`src/rtl/tnn_pkg.sv`:
```
package tnn_pkg;

    localparam int FEAT_CNT   = 16;
    localparam int FEAT_BITS  = 4;
    localparam int HIDDEN_CNT = 40;
    localparam int CLASS_CNT  = 10;
    localparam int CLASS_BITS = 4;
    localparam int ACC_BITS   = 9;               // Signed, covers +/-240
    localparam int SUM_BITS   = 6;
    localparam int SCORE_BITS = SUM_BITS + 1;

    typedef logic [FEAT_BITS-1:0]  feature_t;
    typedef logic [HIDDEN_CNT-1:0] hidden_t;
    typedef logic [SCORE_BITS-1:0] score_t;

    // Bit f of entry n set means feature f is added into neuron n
    localparam logic [FEAT_CNT-1:0] HIDDEN_POS [HIDDEN_CNT] = '{
        16'b0101_0000_0100_1001,                 // Neuron 0
        16'b1011_0010_0000_0011,
        16'b0001_0000_0101_1010,
        16'b1110_1111_1000_0101,
        16'b0000_0000_0001_1010,
        16'b1010_0000_0010_0110,
        16'b0001_0110_0000_0001,
        16'b1010_1100_0000_0110,
        16'b0100_1010_1100_0000,
        16'b0001_0000_0101_1000,
        16'b1111_1000_0001_0011,                 // Neuron 10
        16'b0100_0000_0000_1110,
        16'b0100_0001_0110_1000,
        16'b1010_0001_1000_0000,
        16'b1110_1000_1111_0100,
        16'b0100_1010_0000_0000,
        16'b1011_0000_0000_1101,
        16'b1100_0010_1011_1100,
        16'b0001_0000_0001_1010,
        16'b1010_0100_0001_1010,
        16'b1010_0000_0000_1010,                 // Neuron 20
        16'b0110_1101_1000_0010,
        16'b1000_1011_1101_0000,
        16'b0100_0001_0011_1000,
        16'b0000_0100_0000_0110,
        16'b1010_0000_0001_1010,
        16'b0100_1010_0101_0010,
        16'b1111_1011_0001_0000,
        16'b1010_1001_0000_1010,
        16'b0101_1010_0000_0011,
        16'b1011_0010_1010_0101,                 // Neuron 30
        16'b0100_1101_1100_0000,
        16'b1000_1010_1111_0100,
        16'b0100_1001_0010_0101,
        16'b1001_0010_1000_0001,
        16'b0001_0000_0000_0000,
        16'b1001_0010_0001_0001,
        16'b0110_0001_0000_1010,
        16'b0100_1000_0000_1010,
        16'b0100_1000_0010_1010
    };

    // Subtracted features, a bit clear in both tables is a zero weight
    localparam logic [FEAT_CNT-1:0] HIDDEN_NEG [HIDDEN_CNT] = '{
        16'b1010_1101_0010_0100,                 // Neuron 0
        16'b0100_0001_0100_0000,
        16'b1110_1010_0010_0101,
        16'b0001_0000_0101_1010,
        16'b1010_0000_1000_0101,
        16'b0100_1110_1100_0000,
        16'b1110_1001_0100_0000,
        16'b0101_0000_1000_1000,
        16'b1011_0000_0011_0001,
        16'b1110_1000_1010_0101,
        16'b0000_0011_1010_0100,                 // Neuron 10
        16'b1001_0111_0001_0000,
        16'b1011_1110_0000_0011,
        16'b0100_1000_0000_0000,
        16'b0000_0101_0000_1011,
        16'b1011_0000_1000_0001,
        16'b0100_1111_0101_0000,
        16'b0011_0101_0000_0010,
        16'b0010_1010_1000_0000,
        16'b0101_1010_1010_0001,
        16'b0101_1010_1000_0001,                 // Neuron 20
        16'b1001_0000_0001_1100,
        16'b0001_0000_0000_1011,
        16'b1011_1110_0000_0011,
        16'b1110_1010_0001_0000,
        16'b0101_1111_1000_0000,
        16'b0001_0101_1010_1101,
        16'b0000_0100_0000_1111,
        16'b0001_0010_0011_0101,
        16'b1010_0001_0101_1100,
        16'b0000_1001_0101_1010,                 // Neuron 30
        16'b1000_0010_0011_1010,
        16'b0010_0101_0000_0001,
        16'b1010_0000_0100_1010,
        16'b0100_1001_0000_0010,
        16'b1010_1001_1010_0100,
        16'b0010_0001_0000_0010,
        16'b1001_0000_1001_0001,
        16'b1011_0010_1011_0101,
        16'b1011_0001_1000_0001
    };

    // Hidden neurons that take part in each class vote
    localparam hidden_t CLASS_USE [CLASS_CNT] = '{
        40'b1000_0001_0010_1001_1100_1110_0101_1101_1011_1110,   // Class 0
        40'b0000_1011_0001_0100_1100_1110_1101_0111_1110_0011,
        40'b1000_0000_0101_0010_1001_1000_1111_1001_1111_1111,
        40'b0000_0000_1111_0000_1110_1000_1101_0111_0111_1111,
        40'b1000_1011_1111_1100_1111_1010_1110_1100_0010_1100,
        40'b1000_1000_1100_0101_0100_0010_1101_0110_1000_0111,
        40'b0010_0101_0000_1011_1111_1111_1101_1101_1110_0010,
        40'b0001_0000_1011_1011_1010_0000_0101_0000_1101_1101,
        40'b1010_1101_0111_1111_1010_0111_1110_1001_0101_0000,
        40'b0010_0001_1100_0010_1110_1011_1001_0000_1111_1000
    };

    // Activation level a used neuron must have to count for the class
    localparam hidden_t CLASS_POL [CLASS_CNT] = '{
        40'b0000_0000_0000_1000_0000_1000_0000_0100_1000_1010,   // Class 0
        40'b0000_0011_0000_0000_1000_0010_1101_0001_0000_0000,
        40'b1000_0000_0000_0010_1000_0000_1101_1001_0001_0101,
        40'b0000_0000_0000_0000_1100_1000_1001_0010_0101_0110,
        40'b1000_1010_1011_1000_0010_0000_1000_1100_0000_1000,
        40'b1000_0000_0100_0101_0100_0010_0100_0000_1000_0010,
        40'b0000_0000_0000_0011_0001_1101_0000_1100_1110_0010,
        40'b0000_0000_0001_1010_1010_0000_0101_0000_0001_0100,
        40'b0000_0101_0101_1010_1000_0101_0110_0000_0000_0000,
        40'b0000_0001_1100_0000_0110_0010_0000_0000_0100_1000
    };

    localparam score_t CLASS_BIAS [CLASS_CNT] = '{
        7'd3, 7'd3, 7'd3, 7'd3, 7'd0, 7'd7, 7'd0, 7'd7, 7'd0, 7'd6
    };

endpackage
```
`src/rtl/tnn_classifier.sv`:
```
`timescale 1ns/1ps

module tnn_classifier (
    input  logic                                         clk,
    input  logic                                         rst_n,
    input  tnn_pkg::feature_t [tnn_pkg::FEAT_CNT-1:0]    features,
    input  logic                                         features_valid,
    output logic [tnn_pkg::CLASS_BITS-1:0]               prediction,
    output logic                                         prediction_valid
);

    tnn_pkg::hidden_t                            hidden;
    logic                                        hidden_valid;
    tnn_pkg::score_t [tnn_pkg::CLASS_CNT-1:0]    scores;

    tnn_hidden_layer u_hidden (
        .clk            (clk),
        .rst_n          (rst_n),
        .features       (features),
        .features_valid (features_valid),
        .hidden         (hidden),
        .hidden_valid   (hidden_valid)
    );

    // Scores are combinational off the stage 1 register
    tnn_output_layer u_output (
        .hidden (hidden),
        .scores (scores)
    );

    tnn_argmax #(
        .class_cnt  (tnn_pkg::CLASS_CNT),
        .score_bits (tnn_pkg::SCORE_BITS)
    ) u_argmax (
        .clk              (clk),
        .rst_n            (rst_n),
        .scores           (scores),
        .scores_valid     (hidden_valid),
        .prediction       (prediction),
        .prediction_valid (prediction_valid)
    );

endmodule

```
`src/rtl/tnn_argmax.sv`:
```
`timescale 1ns/1ps

module tnn_argmax #(
    parameter int class_cnt  = 10,
    parameter int score_bits = 7
) (
    input  logic                                   clk,
    input  logic                                   rst_n,
    input  logic [class_cnt-1:0][score_bits-1:0]   scores,
    input  logic                                   scores_valid,
    output logic [tnn_pkg::CLASS_BITS-1:0]         prediction,
    output logic                                   prediction_valid
);

    logic [score_bits-1:0]          best_score;
    logic [tnn_pkg::CLASS_BITS-1:0] best_idx;

    // Strictly greater replaces, so the lowest index keeps a tie
    always_comb begin
        best_score = scores[0];
        best_idx   = '0;
        for (int c = 1; c < class_cnt; c++) begin
            if (scores[c] > best_score) begin
                best_score = scores[c];
                best_idx   = c[tnn_pkg::CLASS_BITS-1:0];
            end
        end
    end

    // Stage 2 register
    always_ff @(posedge clk or negedge rst_n) begin
        if (!rst_n) begin
            prediction       <= '0;
            prediction_valid <= 1'b0;
        end else begin
            prediction_valid <= scores_valid;
            if (scores_valid) begin
                prediction <= best_idx;
            end
        end
    end

endmodule

```
`src/rtl/tnn_output_layer.sv`:
```
`timescale 1ns/1ps

module tnn_output_layer (
    input  tnn_pkg::hidden_t                              hidden,
    output tnn_pkg::score_t [tnn_pkg::CLASS_CNT-1:0]      scores
);

    for (genvar c = 0; c < tnn_pkg::CLASS_CNT; c++) begin : g_class
        tnn_pkg::hidden_t              agree;
        logic [tnn_pkg::SUM_BITS-1:0]  count;

        // Used neuron whose activation matches the stored polarity
        assign agree = tnn_pkg::CLASS_USE[c] & ~(hidden ^ tnn_pkg::CLASS_POL[c]);

        always_comb begin
            count = '0;
            for (int j = 0; j < tnn_pkg::HIDDEN_CNT; j++) begin
                count = count + {{(tnn_pkg::SUM_BITS-1){1'b0}}, agree[j]};
            end
        end

        assign scores[c] = {count, 1'b0} + tnn_pkg::CLASS_BIAS[c];   // 2*count + bias
    end

endmodule

```
`src/rtl/tnn_hidden_layer.sv`:
```
`timescale 1ns/1ps

module tnn_hidden_layer (
    input  logic                                         clk,
    input  logic                                         rst_n,
    input  tnn_pkg::feature_t [tnn_pkg::FEAT_CNT-1:0]    features,
    input  logic                                         features_valid,
    output tnn_pkg::hidden_t                             hidden,
    output logic                                         hidden_valid
);

    logic signed [tnn_pkg::ACC_BITS-1:0] feat_ext [tnn_pkg::FEAT_CNT];
    tnn_pkg::hidden_t                    fire;

    // Features are unsigned, widen with a zero sign bit
    for (genvar f = 0; f < tnn_pkg::FEAT_CNT; f++) begin : g_ext
        assign feat_ext[f] = $signed({1'b0, features[f]});
    end

    for (genvar n = 0; n < tnn_pkg::HIDDEN_CNT; n++) begin : g_neuron
        logic signed [tnn_pkg::ACC_BITS-1:0] acc;

        always_comb begin
            acc = '0;
            for (int f = 0; f < tnn_pkg::FEAT_CNT; f++) begin
                if (tnn_pkg::HIDDEN_POS[n][f]) begin
                    acc = acc + feat_ext[f];
                end else if (tnn_pkg::HIDDEN_NEG[n][f]) begin
                    acc = acc - feat_ext[f];
                end
            end
        end

        assign fire[n] = (acc >= 0);             // Zero sum still fires
    end

    // Stage 1 register
    always_ff @(posedge clk or negedge rst_n) begin
        if (!rst_n) begin
            hidden       <= '0;
            hidden_valid <= 1'b0;
        end else begin
            hidden_valid <= features_valid;
            if (features_valid) begin
                hidden <= fire;
            end
        end
    end

endmodule

```
`config.mk`:
```
export PLATFORM = sky130hd
export DESIGN_NAME = tnn_classifier
export DESIGN_NICKNAME = d
export VERILOG_FILES = /design/src/rtl/tnn_pkg.sv /design/src/rtl/tnn_classifier.sv /design/src/rtl/tnn_argmax.sv /design/src/rtl/tnn_output_layer.sv /design/src/rtl/tnn_hidden_layer.sv
export SDC_FILE = /design/constraint.sdc
export NUM_CORES = 2
export LEC_CHECK = 0
export BUFFER_PORTS_ARGS = -buffer_cell sky130_fd_sc_hd__buf_2
export CORE_ASPECT_RATIO = 2
export CORE_UTILIZATION = 45
export CTS_BUF_LIST = sky130_fd_sc_hd__clkbuf_2 sky130_fd_sc_hd__clkbuf_4 sky130_fd_sc_hd__clkbuf_8
export DETAILED_ROUTE_END_ITERATION = 12
export GPL_TIMING_DRIVEN = 0
export SYNTH_ARGS = -nofsm -noshare
export SYNTH_HDL_FRONTEND = slang
export SYNTH_SLANG_ARGS = --single-unit
export TNS_END_PERCENT = 10
```
`constraint.sdc`:
```
create_clock -name clk -period 25 [get_ports clk]
set_clock_uncertainty 0.2 [all_clocks]
set_input_delay 1.25 -clock clk [delete_from_list [all_inputs] [get_ports clk]]
set_output_delay 1.25 -clock clk [all_outputs]
set_load 0.02 [all_outputs]
```
# [Word-level counts from Yosys, hierarchy flattened]
# Cells that the tools add are included.
[word_totals] regBits=46 inputBits=67 out_inout_bits=5 wordCells=663
[classes] addsub=573 magnitude_cmp=49 mux=17 bitwise=20
[op_table] op="9-bit by 5-bit subtractor with 9-bit output" count=185
[op_table] op="9-bit by 5-bit adder with 9-bit output" count=171
[op_table] op="6-bit by 1-bit adder with 6-bit output" count=188
[op_table] op="9-bit by 1-bit greater-or-equal comparator with 1-bit output, second input constant" count=40
[op_table] op="40-bit inverter" count=5
[op_table] op="38-bit inverter" count=2
[op_table] op="7-bit greater-than comparator" count=9
[op_table] op="7-bit 2-to-1 mux" count=8
[op_table] op="37-bit inverter" count=1
[op_table] op="36-bit inverter" count=1
[op_table] op="32-bit inverter" count=1
[op_table] op="7-bit by 2-bit adder with 7-bit output, second input constant" count=4
[op_table] op="4-bit by 4-bit adder with 5-bit output" count=5
[op_table] op="12-bit inverter" count=2
[op_table] op="11-bit inverter" count=2
[op_table] op="7-bit by 3-bit adder with 7-bit output, second input constant" count=3
[op_table] op="1-bit by 1-bit adder with 2-bit output" count=10
[op_table] op="4-bit by 4-bit subtractor with 5-bit output" count=4
[op_table] op="9-bit inverter" count=2
[op_table] op="8-bit inverter" count=2
[op_table] op="1-bit by 4-bit subtractor with 5-bit output, first input constant" count=3
[op_table] op="3-bit 2-to-1 mux" count=4
[op_table] op="10-bit inverter" count=1
[op_table] op="4-bit 2-to-1 mux" count=2
[op_table] op="3 further kinds" count=4

# [Depth between registers and ports, before layout]
[logic_depth] ltp_word=41 ltp_mapped=90 mapped_depth_nobuf=87

# [Hierarchy]
# A second synthesis with hierarchy kept.
[hier_totals] cells_unflattened=4926 hier_area_um2=50240.7
[by_module_without_submodules] module="tnn_hidden_layer" n_inst=1 cells_per_inst=3917 area_per_inst_um2=41456.0 seq_area_each_um2=1026.0
[by_module_without_submodules] module="tnn_output_layer" n_inst=1 cells_per_inst=604 area_per_inst_um2=5753.0 seq_area_each_um2=0.0
[by_module_without_submodules] module="tnn_argmax" n_inst=1 cells_per_inst=405 area_per_inst_um2=3031.7 seq_area_each_um2=125.1

# [Worst setup path after synthesis]
# No wires, ideal clock.
[synth_timing] kind="register to register" start="reg u_hidden.hidden[1]" end="reg u_argmax.prediction[1] (netlist bit)" setup_time_ns=0.067 arrival_time_ns=18.626 t_required_ns=24.733 slack_ns=6.107 stages_incl_launch_ff=85 n_path_buf=4 synth_period_minus_slack_ns=18.893 cell_sequence="dfrtp_1 > inv_1 > ha_1 > inv_1 > fa_1 > fa_1 > inv_1 > fa_1 > inv_1 > fa_1 > inv_1 > fa_1 > ha_1 > fa_1 > ha_1 > and2_1 > or2_2 > inv_1 > [49 not listed] > a21oi_1 > clkbuf_1 > a21o_1 > o21ai_0 > o22ai_1 > ha_1 > a21o_1 > a221oi_1 > a31oi_1 > and2_1 > clkbuf_1 > a221o_1 > o21ai_1 > ha_1 > and3_1 > a2111oi_0 > o2bb2ai_1 > a32o_1"
[synth_via] elab_chain_len=41 elab_cells_between_ends=159 cone_classes="add/sub (124); order compare (9); mux (16); bitwise (10)"
[synth_rtl] element="start: declaration" line_no="tnn_hidden_layer.sv:8" source="output tnn_pkg::hidden_t hidden,"
[synth_rtl] element="start signal: assignment" line_no="tnn_hidden_layer.sv:45" source="hidden <= fire;"
[synth_rtl] element="6-bit inverter (no source line)"
[synth_rtl] element="40-bit inverter" line_no="tnn_output_layer.sv:13" source="assign agree = tnn_pkg::CLASS_USE[c] & ~(hidden ^ tnn_pkg::CLASS_POL[c]);"
[synth_rtl] element="1-bit by 1-bit adder with 2-bit output" line_no="tnn_output_layer.sv:18" source="count = count + {{(tnn_pkg::SUM_BITS-1){1'b0}}, agree[j]};"
[synth_rtl] element="6-bit by 1-bit adder with 6-bit output (19 in series)" line_no="tnn_output_layer.sv:18"
[synth_rtl] element="7-bit by 2-bit adder with 7-bit output" line_no="tnn_output_layer.sv:22" source="assign scores[c] = {count, 1'b0} + tnn_pkg::CLASS_BIAS[c];"
[synth_rtl] element="7-bit greater-than comparator" line_no="tnn_argmax.sv:23" source="if (scores[c] > best_score) begin"
[synth_rtl] element="7-bit 2-to-1 mux" line_no="tnn_argmax.sv:23"
[synth_rtl] element="7-bit greater-than comparator" line_no="tnn_argmax.sv:23"
[synth_rtl] element="[7 not listed]"
[synth_rtl] element="7-bit greater-than comparator" line_no="tnn_argmax.sv:23"
[synth_rtl] element="7-bit 2-to-1 mux" line_no="tnn_argmax.sv:23"
[synth_rtl] element="7-bit greater-than comparator" line_no="tnn_argmax.sv:23"
[synth_rtl] element="7-bit 2-to-1 mux" line_no="tnn_argmax.sv:23"
[synth_rtl] element="7-bit greater-than comparator" line_no="tnn_argmax.sv:23"
[synth_rtl] element="7-bit 2-to-1 mux" line_no="tnn_argmax.sv:23"
[synth_rtl] element="7-bit greater-than comparator" line_no="tnn_argmax.sv:23"
[synth_rtl] element="4-bit 2-to-1 mux *" line_no="tnn_argmax.sv:23"
[synth_rtl] element="end signal: assignment" line_no="tnn_argmax.sv:38" source="prediction <= best_idx;"
[synth_rtl] element="end: declaration" line_no="tnn_argmax.sv:11" source="output logic [tnn_pkg::CLASS_BITS-1:0] prediction,"
# Mark *: on every way between the ends. The rest lies on a longest branch, timed or not.
# A chain may end at the register's enable or synchronous reset.

# [Final worst setup path]
[layout_timing] start="reg u_hidden.hidden[14]" end="reg u_argmax.prediction[1] (netlist bit)"
[layout_via] elab_chain_len=33 elab_cells_between_ends=160 cone_classes="add/sub (121); order compare (9); mux (16); bitwise (14)"
[layout_rtl] element="parallel branches: the longest is 32 deep, another holds 6-bit by 1-bit adder with 6-bit output"
[layout_rtl] element="4-bit 2-to-1 mux *" line_no="tnn_argmax.sv:23"
# Mark *: on every way between the ends.

==> impl_metrics.json <==
{
  "cp.required_ns": 25.08,
  "ys_types": 89,
  "worstSetupPathType": "flop to flop",
  "syn-cell-area_um2": 47600,
  "clock_latency_ns": 0.33,
  "min_period_over_period_pct": 93.7,
  "synth-edff-count": 0,
  "ys_ff_latch": 45,
  "min_period_ns": 23.41,
  "ant_nets": 0,
  "cts_tree": "done",
  "tightest_slew_ns": 1.50,
  "status": "complete, but fails checks",
  "cts_htree_levels": 2,
  "die_area_um2": 107000,
  "clockRootBuffer": "clkbuf_8",
  "drt-vias-per-instance": 5.34,
  "nets": 6699,
  "hold_end": "u_argmax.prediction_valid$_DFF_PN0_",
  "synthTopCellsByArea": "fa_1, ha_1, inv_1",
  "initial_core_util_pct": 45.4,
  "r2r-end": "u_argmax.prediction[1]$_DFFE_PN0P_",
  "fin_util_pct": 47.8,
  "synth-main-ff-cell": "dfrtp_1",
  "cp.arrival_ns": 23.49,
  "rows": 168,
  "rr_worst_depth": 83,
  "cts_buffers": 5,
  "max_cap_viol_count": 1,
  "drive_gt1_share_pct": 3.57,
  "yosysWarnings": 0,
  "portBuffers": 71,
  "reg2reg_slack_ns": 1.59,
  "yosysTopAreaCell": "fa_1",
  "grt_pass1_wl_mm": 244,
  "ys_seq_area_share_pct": 2.37,
  "post_drt_wl_per_cell_um": 27.6,
  "die_h_um": 462,
  "clock_sinks": 45,
  "synthToLayoutAreaGrowth_pct": 5.27,
  "cts.path.max_buffers": 2,
  "tns_ns": 0,
  "dp_hpwl_mm": 141,
  "clk_pin_slew_ns": 0.11,
  "drtIter0Drc": 1775,
  "cp_common_cell": "ha_1",
  "r2r_start": "u_hidden.hidden[14]$_DFFE_PN0P_",
  "gr-total-overflow": 0,
  "ios": 72,
  "setup_viol": 0,
  "synthCells": 4589,
  "crit_path_end_kind": "flop",
  "hold-worst-slack_ns": 0.291,
  "core_area_um2": 105000,
  "fin_area_um2": 50100,
  "async_flop_share_pct": 100,
  "final_hold_viol_count": 0,
  "vias": 32300,
  "synth_top_area_share_pct": 51.7,
  "firstDrtPassIters": 5,
  "hold_path_class": "flop to flop",
  "n_fill_cell": 9868,
  "drc": 0,
  "clock.fmax_ghz": 0.0427,
  "gp_congestion": 1.06,
  "failed_checks": "max-capacitance violations, max-slew violations",
  "grt_usage_pct": 32.9,
  "drv_slew": 11,
  "die_w_um": 232,
  "routed_wl_mm": 167,
  "whs_path_depth": 0,
  "rsz0062_at_grt": "false",
  "first_global_vias": 36000,
  "grt_max_degree": 46,
  "critical_path.max_fanout": 10,
  "place_area_um2": 49900,
  "cpPeakStageDelay_ns": 0.71,
  "grt_antenna_before_repair": 4,
  "slew_headroom_pct": -0.244,
  "postCtsHoldBufs": 0,
  "syn_avg_cell_area_um2": 10.4,
  "hp-start": "u_hidden.hidden_valid$_DFF_PN0_",
  "start_kind": "flop",
  "cp_slowest_cell": "o31ai_1"
}
==> cells by family after synthesis <==
| family | synth area share, % |
|---|---|
| flip-flops | 2.37 |
| AND/OR/NAND/NOR | 4.09 |
| adder cells (fa/ha/maj) | 70.8 |
| other | 0.0158 |
| buffers and inverters | 11.7 |
| XOR/XNOR | 3.66 |
| AO/OA/AOI/OAI | 7.04 |
| multiplexers | 0.363 |
==> cells in the mapped netlist (all sizes together), types with 6 or more instances <==
cell type	instances
a22oi	8
a211o	6
nor3	12
nor2	98
o211ai	7
ha	718
nand3	23
a21o	83
xnor2	125
nand2b	48
a31o	11
xor2	74
a21oi	186
a31oi	11
o21a	15
and2	11
nand4	6
o22ai	9
buf	6
inv	1457
a211oi	19
nor2b	47
nand2	84
clkbuf	13
or2	14
and3	18
mux2i	12
o21bai	18
a41o	8
maj3	8
o21ai	93
fa	1230
dfrtp	45
==> metrics by stage <==
step | worst slack, ns | cells
finish | 1.59 | 6049
global route | 0.0520 | 6044
CTS | 1.63 | 6041
detailed placement | 1.75 | 6034
global placement | 1.69 | 6022
floorplan | 6.11 | 4591
==> routing by layer <==
layer | vias up | track usage [%] | share of wire, %
met5 | - | 0 | 0
met1 | 16700 | 33.4 | 32
met2 | 1112 | 58.5 | 51
met4 | 0 | 30.2 | 12
met3 | 606 | 3.56 | 4.6
li1 | 13900 | - | -
==> cell usage in the layout, fill, tap and decap left out, drive strengths merged, types with 18 or more instances in the layout <==
| cell type | instances |
|---|---|
| o21bai | 18 |
| dfrtp | 45 |
| a21oi | 186 |
| a21o | 83 |
| xnor2 | 125 |
| buf | 92 |
| nor2 | 98 |
| nand2 | 84 |
| nand2b | 48 |
| and3 | 18 |
| fa | 1230 |
| nor2b | 47 |
| xor2 | 74 |
| ha | 718 |
| clkbuf | 18 |
| o21ai | 93 |
| a211oi | 19 |
| nand3 | 23 |
| inv | 1457 |
==> worst max-delay path: cells and delay by family (launching register included) <==
| family | cells | cell delay [ns] |
|---|---|---|
| adders and majority gates | 16 | 6.02 |
| buffers and inverters | 11 | 2.06 |
| muxes | 3 | 0.86 |
| DFF | 1 | 0.66 |
| and+or+nand+nor | 13 | 2.80 |
| xor gates and xnor gates | 2 | 0.59 |
| AOI/OAI and AO/OA | 38 | 10.09 |
==> what timing repair did <==
action | CTS | global route
buffers inserted | 0 | 0
gates resized for setup | 0 | 1
endpoints found under the setup margin | 0 | 2
==> sequential cells by signal, indices dropped and copies added, names as in the netlist <==
signal,cells
u_argmax.prediction,4
u_argmax.prediction_valid,1
u_hidden.hidden,39
u_hidden.hidden_valid,1
==> how the worst max path moves through the flow <==
stage,from,endpoint,cells after the start
floorplan,u_hidden.hidden[1]$_DFFE_PN0P_,u_argmax.prediction[1]$_DFFE_PN0P_,84
global placement,u_hidden.hidden[14]$_DFFE_PN0P_,u_argmax.prediction[1]$_DFFE_PN0P_,82
detailed placement,u_hidden.hidden[14]$_DFFE_PN0P_,u_argmax.prediction[2]$_DFFE_PN0P_,82
CTS,u_hidden.hidden[14]$_DFFE_PN0P_,u_argmax.prediction[2]$_DFFE_PN0P_,82
global route,u_hidden.hidden[14]$_DFFE_PN0P_,u_argmax.prediction[1]$_DFFE_PN0P_,83
finish,u_hidden.hidden[14]$_DFFE_PN0P_,u_argmax.prediction[1]$_DFFE_PN0P_,83
==> layout make-up <==
type	instances	area, um^2	area share, %
plain buffers	19	83.8	0.167
multi-input cells	3070	40900	81.7
flip-flops and latches	45	1130	2.25
well taps	1360	1700	3.40
inverters	1457	5470	10.9
clock buffers	5	68.8	0.137
repair buffers	86	669	1.34
diodes	5	12.5	0.0250
clock inverters	2	35.0	0.0699
Power is left out: the tool's default activity adds up to more than one toggle a clock period on the data nets, which glitch-free logic cannot reach.
